`config.mk`:
```
export PLATFORM = sky130hd
export DESIGN_NAME = ex_unit
export DESIGN_NICKNAME = d
export VERILOG_FILES = /design/src/ex_pkg.sv /design/src/ex_unit.sv /design/src/ex_wb_arbiter.sv /design/src/ex_div.sv /design/src/ex_mul.sv /design/src/ex_alu.sv /design/src/ex_operand_sel.sv
export VERILOG_INCLUDE_DIRS = /design/src
export SDC_FILE = /design/constraint.sdc
export NUM_CORES = 2
export LEC_CHECK = 0
export ABC_CLOCK_PERIOD_IN_PS = 35500
export BUFFER_PORTS_ARGS = -buffer_cell sky130_fd_sc_hd__buf_4
export CAP_MARGIN = 10
export CORE_UTILIZATION = 24
export CTS_BUF_LIST = sky130_fd_sc_hd__clkbuf_8
export DETAILED_ROUTE_END_ITERATION = 8
export HOLD_SLACK_MARGIN = 0.08
export PLACE_DENSITY = 0.47
export SYNTH_ARGS = -nofsm -noshare
export SYNTH_HDL_FRONTEND = slang
export SYNTH_SLANG_ARGS = --single-unit
```
`constraint.sdc`:
```
create_clock -name clk -period 35.5 [get_ports clk]
set_input_delay 3.55 -clock clk [delete_from_list [all_inputs] [get_ports clk]]
set_output_delay 3.55 -clock clk [all_outputs]
set_load 0.05 [all_outputs]
```
`src/ex_macros.svh`:
```
`ifndef EX_MACROS_SVH
`define EX_MACROS_SVH

// datapath width
`define EX_XLEN 64

// destination register tag
`define EX_TAG_W 5

// multiplier bits consumed per cycle, XLEN / chunk gives the cycle count
`define EX_MUL_CHUNK 16

`endif
```
`src/ex_pkg.sv`:
```
`default_nettype none

package ex_pkg;

    typedef enum logic [4:0] {
        op_add,
        op_sub,
        op_ret_a,
        op_ret_b,
        op_xor,
        op_or,
        op_and,
        op_sll,
        op_srl,
        op_sra,
        op_slt,
        op_sltu,
        op_eq,
        op_ge,
        op_geu,
        op_mul,
        op_div,
        op_divu,
        op_rem,
        op_remu
    } alu_op_t;

    typedef enum logic [1:0] {
        unit_alu,
        unit_mul,
        unit_div
    } unit_t;

    typedef enum logic {
        sel_a_pc,
        sel_a_rs1
    } sel_a_t;

    typedef enum logic [1:0] {
        sel_b_rs2,
        sel_b_csr,
        sel_b_imm
    } sel_b_t;

    // which peer unit executes an operation
    function automatic unit_t op_unit(input alu_op_t op);
        case (op)
            op_mul: return unit_mul;
            op_div, op_divu, op_rem, op_remu: return unit_div;
            default: return unit_alu;
        endcase
    endfunction

endpackage

`default_nettype wire

```
`src/ex_unit.sv`:
```
`timescale 1ns/1ps
`default_nettype none

`include "ex_macros.svh"

module ex_unit (
    input  logic                  clk,
    input  logic                  rst,
    input  logic                  issue_valid,
    input  ex_pkg::alu_op_t       op,
    input  ex_pkg::sel_a_t        sel_a,
    input  ex_pkg::sel_b_t        sel_b,
    input  logic                  word_a,
    input  logic [`EX_XLEN-1:0]   pc,
    input  logic [`EX_XLEN-1:0]   rs1,
    input  logic [`EX_XLEN-1:0]   rs2,
    input  logic [`EX_XLEN-1:0]   csr,
    input  logic [`EX_XLEN-1:0]   imm,
    input  logic [`EX_TAG_W-1:0]  tag,
    output logic                  mul_busy,
    output logic                  div_busy,
    output logic                  res_valid,
    output logic [`EX_TAG_W-1:0]  res_tag,
    output logic [`EX_XLEN-1:0]   res_data
);
    logic [`EX_XLEN-1:0]  a;
    logic [`EX_XLEN-1:0]  b;
    ex_pkg::unit_t        issue_unit;
    logic                 alu_start;
    logic                 mul_start;
    logic                 div_start;

    logic                 alu_done;
    logic [`EX_TAG_W-1:0] alu_done_tag;
    logic [`EX_XLEN-1:0]  alu_done_data;
    logic                 mul_done;
    logic [`EX_TAG_W-1:0] mul_done_tag;
    logic [`EX_XLEN-1:0]  mul_done_data;
    logic                 mul_grant;
    logic                 div_done;
    logic [`EX_TAG_W-1:0] div_done_tag;
    logic [`EX_XLEN-1:0]  div_done_data;
    logic                 div_grant;

    // one start per issue, picked by operation class
    assign issue_unit = ex_pkg::op_unit(op);
    assign alu_start  = issue_valid && (issue_unit == ex_pkg::unit_alu);
    assign mul_start  = issue_valid && (issue_unit == ex_pkg::unit_mul);
    assign div_start  = issue_valid && (issue_unit == ex_pkg::unit_div);

    ex_operand_sel u_operand_sel (
        .sel_a(sel_a), .sel_b(sel_b), .word_a(word_a),
        .pc(pc), .rs1(rs1), .rs2(rs2), .csr(csr), .imm(imm),
        .a(a), .b(b)
    );

    ex_alu u_alu (
        .clk(clk), .rst(rst), .start(alu_start), .op(op),
        .a(a), .b(b), .word_a(word_a), .tag(tag),
        .done(alu_done), .done_tag(alu_done_tag), .done_data(alu_done_data)
    );

    ex_mul u_mul (
        .clk(clk), .rst(rst), .start(mul_start),
        .a(a), .b(b), .tag(tag), .grant(mul_grant), .busy(mul_busy),
        .done(mul_done), .done_tag(mul_done_tag), .done_data(mul_done_data)
    );

    ex_div u_div (
        .clk(clk), .rst(rst), .start(div_start), .op(op),
        .a(a), .b(b), .tag(tag), .grant(div_grant), .busy(div_busy),
        .done(div_done), .done_tag(div_done_tag), .done_data(div_done_data)
    );

    ex_wb_arbiter u_wb_arbiter (
        .clk(clk), .rst(rst),
        .alu_done(alu_done), .alu_done_tag(alu_done_tag), .alu_done_data(alu_done_data),
        .mul_done(mul_done), .mul_done_tag(mul_done_tag), .mul_done_data(mul_done_data),
        .div_done(div_done), .div_done_tag(div_done_tag), .div_done_data(div_done_data),
        .mul_grant(mul_grant), .div_grant(div_grant),
        .res_valid(res_valid), .res_tag(res_tag), .res_data(res_data)
    );

endmodule

`default_nettype wire

```
`src/ex_wb_arbiter.sv`:
```
`timescale 1ns/1ps
`default_nettype none

`include "ex_macros.svh"

module ex_wb_arbiter (
    input  logic                  clk,
    input  logic                  rst,
    input  logic                  alu_done,
    input  logic [`EX_TAG_W-1:0]  alu_done_tag,
    input  logic [`EX_XLEN-1:0]   alu_done_data,
    input  logic                  mul_done,
    input  logic [`EX_TAG_W-1:0]  mul_done_tag,
    input  logic [`EX_XLEN-1:0]   mul_done_data,
    input  logic                  div_done,
    input  logic [`EX_TAG_W-1:0]  div_done_tag,
    input  logic [`EX_XLEN-1:0]   div_done_data,
    output logic                  mul_grant,
    output logic                  div_grant,
    output logic                  res_valid,
    output logic [`EX_TAG_W-1:0]  res_tag,
    output logic [`EX_XLEN-1:0]   res_data
);
    logic                 any_done;
    logic [`EX_TAG_W-1:0] win_tag;
    logic [`EX_XLEN-1:0]  win_data;

    // alu never waits, its done lasts a single cycle
    assign mul_grant = mul_done & ~alu_done;
    assign div_grant = div_done & ~alu_done & ~mul_done;
    assign any_done  = alu_done | mul_done | div_done;

    always_comb begin
        if (alu_done) begin
            win_tag  = alu_done_tag;
            win_data = alu_done_data;
        end else if (mul_done) begin
            win_tag  = mul_done_tag;
            win_data = mul_done_data;
        end else begin
            win_tag  = div_done_tag;
            win_data = div_done_data;
        end
    end

    always_ff @(posedge clk) begin
        if (rst) begin
            res_valid <= 1'b0;
        end else begin
            res_valid <= any_done;
        end
    end

    always_ff @(posedge clk) begin
        if (any_done) begin
            res_tag  <= win_tag;
            res_data <= win_data;
        end
    end

endmodule

`default_nettype wire

```
`src/ex_div.sv`:
```
`timescale 1ns/1ps
`default_nettype none

`include "ex_macros.svh"

module ex_div (
    input  logic                  clk,
    input  logic                  rst,
    input  logic                  start,
    input  ex_pkg::alu_op_t       op,
    input  logic [`EX_XLEN-1:0]   a,
    input  logic [`EX_XLEN-1:0]   b,
    input  logic [`EX_TAG_W-1:0]  tag,
    input  logic                  grant,
    output logic                  busy,
    output logic                  done,
    output logic [`EX_TAG_W-1:0]  done_tag,
    output logic [`EX_XLEN-1:0]   done_data
);
    localparam int XLEN = `EX_XLEN;
    localparam int CW   = $clog2(XLEN);
    localparam logic [CW-1:0] LAST = CW'(XLEN - 1);

    logic            running;
    logic [CW-1:0]   cnt;
    logic [XLEN-1:0] rem_q;
    logic [XLEN-1:0] quo_q;
    logic [XLEN-1:0] dvs_q;
    logic            neg_q;
    logic            neg_r;
    logic            div_zero;
    logic            sel_rem;
    logic [`EX_TAG_W-1:0] tag_q;

    logic            is_signed;
    logic            sa;
    logic            sb;
    logic [XLEN-1:0] abs_a;
    logic [XLEN-1:0] abs_b;

    logic [XLEN-1:0] rem_in;
    logic [XLEN-1:0] quo_in;
    logic [XLEN-1:0] dvs_in;
    logic [XLEN:0]   rem_sh;
    logic            fits;
    logic [XLEN-1:0] rem_nx;
    logic [XLEN-1:0] quo_nx;
    logic [XLEN-1:0] quo_fin;
    logic [XLEN-1:0] rem_fin;

    assign is_signed = (op == ex_pkg::op_div) || (op == ex_pkg::op_rem);
    assign sa    = is_signed & a[XLEN-1];
    assign sb    = is_signed & b[XLEN-1];
    assign abs_a = sa ? -a : a;
    assign abs_b = sb ? -b : b;

    // one restoring step, the first one runs in the start cycle
    always_comb begin
        rem_in = start ? '0 : rem_q;
        quo_in = start ? abs_a : quo_q;
        dvs_in = start ? abs_b : dvs_q;
        rem_sh = {rem_in, quo_in[XLEN-1]};
        fits   = rem_sh >= {1'b0, dvs_in};
        rem_nx = fits ? rem_sh[XLEN-1:0] - dvs_in : rem_sh[XLEN-1:0];
        quo_nx = {quo_in[XLEN-2:0], fits};
    end

    // min / -1 already yields quotient a and remainder 0 on magnitudes,
    // and x / 0 leaves |a| as remainder, so only the quotient needs forcing
    always_comb begin
        quo_fin = div_zero ? '1 : (neg_q ? -quo_nx : quo_nx);
        rem_fin = neg_r ? -rem_nx : rem_nx;
    end

    always_ff @(posedge clk) begin
        if (rst) begin
            running <= 1'b0;
            busy    <= 1'b0;
            done    <= 1'b0;
            cnt     <= '0;
        end else begin
            if (start) begin
                running <= 1'b1;
                busy    <= 1'b1;
                cnt     <= CW'(1);
            end else if (running) begin
                cnt <= cnt + 1'b1;
                if (cnt == LAST) begin
                    running <= 1'b0;
                    done    <= 1'b1;
                end
            end
            if (done && grant) begin
                done <= 1'b0;
                busy <= 1'b0;
            end
        end
    end

    always_ff @(posedge clk) begin
        if (start || running) begin
            rem_q <= rem_nx;
            quo_q <= quo_nx;
            dvs_q <= dvs_in;
        end
        if (start) begin
            neg_q    <= sa ^ sb;
            neg_r    <= sa;
            div_zero <= (b == '0);
            sel_rem  <= (op == ex_pkg::op_rem) || (op == ex_pkg::op_remu);
            tag_q    <= tag;
        end
        if (running && cnt == LAST) begin
            done_data <= sel_rem ? rem_fin : quo_fin;
        end
    end

    assign done_tag = tag_q;

endmodule

`default_nettype wire

```
`src/ex_mul.sv`:
```
`timescale 1ns/1ps
`default_nettype none

`include "ex_macros.svh"

module ex_mul (
    input  logic                  clk,
    input  logic                  rst,
    input  logic                  start,
    input  logic [`EX_XLEN-1:0]   a,
    input  logic [`EX_XLEN-1:0]   b,
    input  logic [`EX_TAG_W-1:0]  tag,
    input  logic                  grant,
    output logic                  busy,
    output logic                  done,
    output logic [`EX_TAG_W-1:0]  done_tag,
    output logic [`EX_XLEN-1:0]   done_data
);
    localparam int XLEN   = `EX_XLEN;
    localparam int CHUNK  = `EX_MUL_CHUNK;
    localparam int NCHUNK = XLEN / CHUNK;
    localparam int CW     = $clog2(NCHUNK);
    localparam logic [CW-1:0] LAST = CW'(NCHUNK - 1);

    logic            running;
    logic [CW-1:0]   cnt;
    logic [XLEN-1:0] mcand;
    logic [XLEN-1:0] mplier;
    logic [XLEN-1:0] acc;
    logic [`EX_TAG_W-1:0] tag_q;

    logic [XLEN-1:0] step_mcand;
    logic [XLEN-1:0] step_mplier;
    logic [XLEN-1:0] step_acc;
    logic [XLEN-1:0] acc_nx;

    // first chunk is taken straight from the issue operands
    always_comb begin
        step_mcand  = start ? a : mcand;
        step_mplier = start ? b : mplier;
        step_acc    = start ? '0 : acc;
        acc_nx = step_acc + step_mcand * {{(XLEN-CHUNK){1'b0}}, step_mplier[CHUNK-1:0]};
    end

    always_ff @(posedge clk) begin
        if (rst) begin
            running <= 1'b0;
            busy    <= 1'b0;
            done    <= 1'b0;
            cnt     <= '0;
        end else begin
            if (start) begin
                running <= 1'b1;
                busy    <= 1'b1;
                cnt     <= CW'(1);
            end else if (running) begin
                cnt <= cnt + 1'b1;
                if (cnt == LAST) begin
                    running <= 1'b0;
                    done    <= 1'b1;
                end
            end
            if (done && grant) begin
                done <= 1'b0;
                busy <= 1'b0;
            end
        end
    end

    always_ff @(posedge clk) begin
        if (start || running) begin
            mcand  <= step_mcand << CHUNK;
            mplier <= step_mplier >> CHUNK;
            acc    <= acc_nx;
        end
        if (start) begin
            tag_q <= tag;
        end
    end

    // acc and tag_q stay put until the next start, which waits for busy to drop
    assign done_data = acc;
    assign done_tag  = tag_q;

endmodule

`default_nettype wire

```
`src/ex_alu.sv`:
```
`timescale 1ns/1ps
`default_nettype none

`include "ex_macros.svh"

module ex_alu (
    input  logic                  clk,
    input  logic                  rst,
    input  logic                  start,
    input  ex_pkg::alu_op_t       op,
    input  logic [`EX_XLEN-1:0]   a,
    input  logic [`EX_XLEN-1:0]   b,
    input  logic                  word_a,
    input  logic [`EX_TAG_W-1:0]  tag,
    output logic                  done,
    output logic [`EX_TAG_W-1:0]  done_tag,
    output logic [`EX_XLEN-1:0]   done_data
);
    localparam int XLEN = `EX_XLEN;
    localparam int HALF = XLEN / 2;

    logic [XLEN-1:0] result;
    logic [5:0]      shamt;
    logic [HALF-1:0] sra_word;
    logic [XLEN-1:0] sra_full;

    assign shamt = b[5:0];
    assign sra_word = $signed(a[HALF-1:0]) >>> shamt;
    assign sra_full = $signed(a) >>> shamt;

    always_comb begin
        case (op)
            ex_pkg::op_add:   result = a + b;
            ex_pkg::op_sub:   result = a - b;
            ex_pkg::op_ret_a: result = a;
            ex_pkg::op_ret_b: result = b;
            ex_pkg::op_xor:   result = a ^ b;
            ex_pkg::op_or:    result = a | b;
            ex_pkg::op_and:   result = a & b;
            ex_pkg::op_sll:   result = a << shamt;
            ex_pkg::op_srl:   result = a >> shamt;
            // sign fill of the word form stops at bit 31
            ex_pkg::op_sra:   result = word_a ? {{HALF{1'b0}}, sra_word} : sra_full;
            ex_pkg::op_slt:   result = {{(XLEN-1){1'b0}}, $signed(a) < $signed(b)};
            ex_pkg::op_sltu:  result = {{(XLEN-1){1'b0}}, a < b};
            ex_pkg::op_eq:    result = {{(XLEN-1){1'b0}}, a == b};
            ex_pkg::op_ge:    result = {{(XLEN-1){1'b0}}, $signed(a) >= $signed(b)};
            ex_pkg::op_geu:   result = {{(XLEN-1){1'b0}}, a >= b};
            default:          result = '0;
        endcase
    end

    always_ff @(posedge clk) begin
        if (rst) begin
            done <= 1'b0;
        end else begin
            done <= start;
        end
    end

    always_ff @(posedge clk) begin
        if (start) begin
            done_tag  <= tag;
            done_data <= result;
        end
    end

endmodule

`default_nettype wire

```
`src/ex_operand_sel.sv`:
```
`timescale 1ns/1ps
`default_nettype none

`include "ex_macros.svh"

module ex_operand_sel (
    input  ex_pkg::sel_a_t       sel_a,
    input  ex_pkg::sel_b_t       sel_b,
    input  logic                 word_a,
    input  logic [`EX_XLEN-1:0]  pc,
    input  logic [`EX_XLEN-1:0]  rs1,
    input  logic [`EX_XLEN-1:0]  rs2,
    input  logic [`EX_XLEN-1:0]  csr,
    input  logic [`EX_XLEN-1:0]  imm,
    output logic [`EX_XLEN-1:0]  a,
    output logic [`EX_XLEN-1:0]  b
);
    localparam int XLEN = `EX_XLEN;

    always_comb begin
        if (sel_a == ex_pkg::sel_a_rs1) begin
            // word forms see only the low half of rs1
            a = word_a ? {{(XLEN/2){1'b0}}, rs1[XLEN/2-1:0]} : rs1;
        end else begin
            a = pc;
        end
    end

    always_comb begin
        case (sel_b)
            ex_pkg::sel_b_rs2: b = rs2;
            ex_pkg::sel_b_csr: b = csr;
            default:           b = imm;
        endcase
    end

endmodule

`default_nettype wire

```
==> results.md <==
* Relative slew slack at 4.55%
* H-Tree Level Count at 3
* Overall routing resource usage at 27.3%
* Initial antenna violation count at 55
* Outcome: complete, no violations
* Pre-antenna DRT Iters at 6
* Adder-cell area share of the yosys netlist at 24.7%
* Clock share of power at 19.0%
* Area delta synth->final at 14.0%
* CP Capture Type: flip-flop
* Cell variety after synth at 116
* Reg clk slew, reported paths at 0.07 ns
* Clock sink count at 584
* Clock Skew at 0.121 ns
* Fillers at 38216
* Slowest stage delay, CP at 0.69 ns
* Initial Util at 24.2%
* Skew-Pair Late Insertion Delay at 1.00 ns
* TNS Setup at 0 ns
* Post-CTS setup repair buffer count at 0
* Primary FF master, synth: edfxtp_1
* Final hold slack at 0.523 ns
* Kind of critical path: input port to flip-flop
* Initial DRC Count at 10245
* CTS Buf Count at 121
* Synth Area in XOR/XNOR at 3.80%
* Routed WL at 498000 um
* Clk buf depth at 3
* CP Launch Type: input port
* R2R setup slack at 25.64 ns
* FMAX at 0.0675 GHz
* Final non-filler cell total at 15400
* CP delay by family, top: simple AND/OR/NAND/NOR gates
* Die Ht at 596 um
* Cells after synthesis at 10433
* Comb power frac at 59.8%
* Sw frac at 49.6%
* Leakage power at 41.6 nW
* WP depth at 35
* Largest family of logic cells by synthesized area: adder cells
* Most numerous cell in the Yosys netlist: nand2_1
* Worst vdd ir at 0.0620 mV
* Buf+Inv Stages, Crit Path at 5
* Hold path startpoint: u_alu.done_tag[4]
* Drt wl/cell at 32.3 um
* P_int at 2.19 mW
* Detail Route Antenna Nets at 0
* I/O Pins at 409
* Post-synth top area share at 20.2%
* Cells after DPL at 15143
* Max-slew violation count at 0
* EDFF count, synth at 568
* DRC errors left at 0
* Simple-gate share of the synthesized area at 17.1%
* Largest net degree at the start of global routing at 98
* Fin crit period at 14.81 ns
* GRT overflow at 0
* Psw at 2.15 mW
* Grt met1 use at 35.2%
* Mapped Avg Cell Area at 8.11 um2
* YS warnings at 0
* Final-report hold violation count at 0
* I/O Buffers at 408
* Sequential area share after synthesis at 20.5%
* Die area at 355000 um2
* Worst Max-Slew Pin Slew at 1.42 ns
* Async SR Flop Fraction at 0%
* Multiplexer area fraction after synthesis at 5.63%
* Maxcap violations at 0
* Most frequent cells after synthesis: nand2_1 (1510), inv_1 (1313), nor2_1 (918), fa_1 (817), o21ai_0 (712)
* Fin crit share at 41.7%
* CTS resizes at 0
* Reg2reg start: u_mul.mcand[23]
* Worst reg-to-reg path cell count at 26
* Worst hold path class: flip-flop to flip-flop
* Global route hottest layer: met2
* GP Congestion at 1.06
* Worst EP arrival at 15.49 ns
* Layout cells sized above 1 at 10.5%
* Synth Area in Compound Gates at 19.4%
* Core ar. at 350000 um2
* Setup Viol. Count Final at 0
* Unrepaired setup endpoints after global routing: false
* Pwr/cell area at 45.0 nW/um2
* Syn Std Cell Area at 84600 um2
* Hold Path Cell Cnt at 2
* CP Data Required Time at 36.18 ns
* End of the worst hold path: u_wb_arbiter.res_tag[4]
* Yosys reg bits at 584
* Die X at 596 um
* Cell row count at 217
* Reg2reg end: u_mul.done_data[57]
* Reg power frac at 21.2%
* Vias per cell at 5.46
* Met2 Track Usage GR at 40.3%
* Via count at 84088
* Clock root buffer: clkbuf_8
* Syn Nets at 11950
* First-pass GRT wire length at 679000 um
* TritonCTS clock tree: built
* Vias in the first global route at 81273
* GR Layer Usage met3 at 4.72%
* Cell taking the most area after synthesis: edfxtp_1
* Slowest CP cell: nor2_1
* Post-CTS Hold Fix Bufs at 0
* Area contributors post-synth: edfxtp_1 (20%), fa_1 (19%), nand2_1 (6.7%), inv_1 (5.8%), ha_1 (5.4%)
* HPWL after DPL at 403000 um
* Crit path max fanout at 97
* Layout Nets at 12184
layer usage:
| metal | vias up | wire, um | share of wire, % |
|---|---|---|---|
| li1 | 36079 | - | - |
| met3 | 1020 | 42000 | 8.4 |
| met2 | 4546 | 209000 | 42 |
| met1 | 42441 | 202000 | 41 |
| met5 | - | 13 | 0.0026 |
| met4 | 2 | 45100 | 9.1 |
worst reg2reg max path: cells and delay by family (launching register included):
family	cells	cell delay, ns
fa+ha+maj	7	3.31
xor+xnor	1	0.09
simple gates	2	0.31
flops	1	0.48
compound gates	12	4.67
buf+inv	4	0.74
registers in the layout, indices dropped and copies added, names as in the netlist, 48 cells and up:
name and flops:
u_alu.done_data 64, u_div.done_data 64, u_div.dvs_q 64, u_div.quo_q 64
u_div.rem_q 64, u_mul.done_data 64, u_mul.mcand 48, u_mul.mplier 48
u_wb_arbiter.res_data 64
power groups by stage:
stage,Sequential [mW],Combinational (mW),Clock [mW]
after floorplan,0.919,1.62,0
after global routing,0.921,2.79,0.869
after CTS,0.920,2.54,0.850
final,0.920,2.59,0.826
after detailed placement,0.934,2.52,0
after global placement,0.934,2.53,0
logic make-up after synthesis:
group | count (synthesis)
fa+ha+maj | 1180
simple gates | 3299
compound gates | 2572
flops | 584
mux | 462
xor+xnor | 367
buf+inv | 1969
final cells by class:
| cell class | count | area (um2) | area share [%] |
|---|---|---|---|
| inverters | 1348 | 5080 | 5.27 |
| flip-flops and latches | 584 | 17400 | 18.0 |
| well taps | 4599 | 5750 | 5.96 |
| multi-input cells | 7880 | 60100 | 62.3 |
| diodes | 35 | 87.6 | 0.0908 |
| clock buffers | 121 | 1670 | 1.73 |
| repair buffers | 732 | 5510 | 5.71 |
| clock inverters | 101 | 906 | 0.939 |
through the flow:
stage	instance area (um2)	setup slack [ns]	total power [mW]	utilization, %
3_5_place_dp	93800	19.93	3.45	26.8
3_3_place_gp	93800	20.03	3.46	26.8
4_1_cts	96400	20.95	4.31	27.5
6_report	96500	20.69	4.34	27.6
5_1_grt	96400	20.01	4.58	27.6
2_1_floorplan	84600	20.08	2.54	-
how the worst max path moves through the flow:
stage,start,end
global route,sel_b[0],u_div.done_data[62]
CTS,sel_b[0],u_div.done_data[62]
finish,sel_b[0],u_div.done_data[62]
detailed placement,sel_b[0],u_div.done_data[62]
floorplan,sel_b[0],u_div.done_data[62]
global placement,sel_b[0],u_div.done_data[62]
placed cells by master, fill, tap and decap left out, drive strengths merged, types with 86 or more instances in the layout:
cell / Yosys / final
inv: 1329 / 1358
clkbuf: 485 / 121
ha: 363 / 363
and2: 103 / 103
nor2: 920 / 920
xnor2: 238 / 238
nand4: 86 / 86
o22ai: 105 / 105
a21oi: 590 / 590
o21a: 94 / 94
nor3: 207 / 207
nand3: 109 / 109
edfxtp: 568 / 568
o21ai: 754 / 754
a21o: 120 / 120
nand2: 1510 / 1510
fa: 817 / 817
buf: 136 / 732
xor2: 129 / 129
a22oi: 103 / 103
mux2i: 421 / 421
Note: power is estimated with default switching activity, not from simulation.
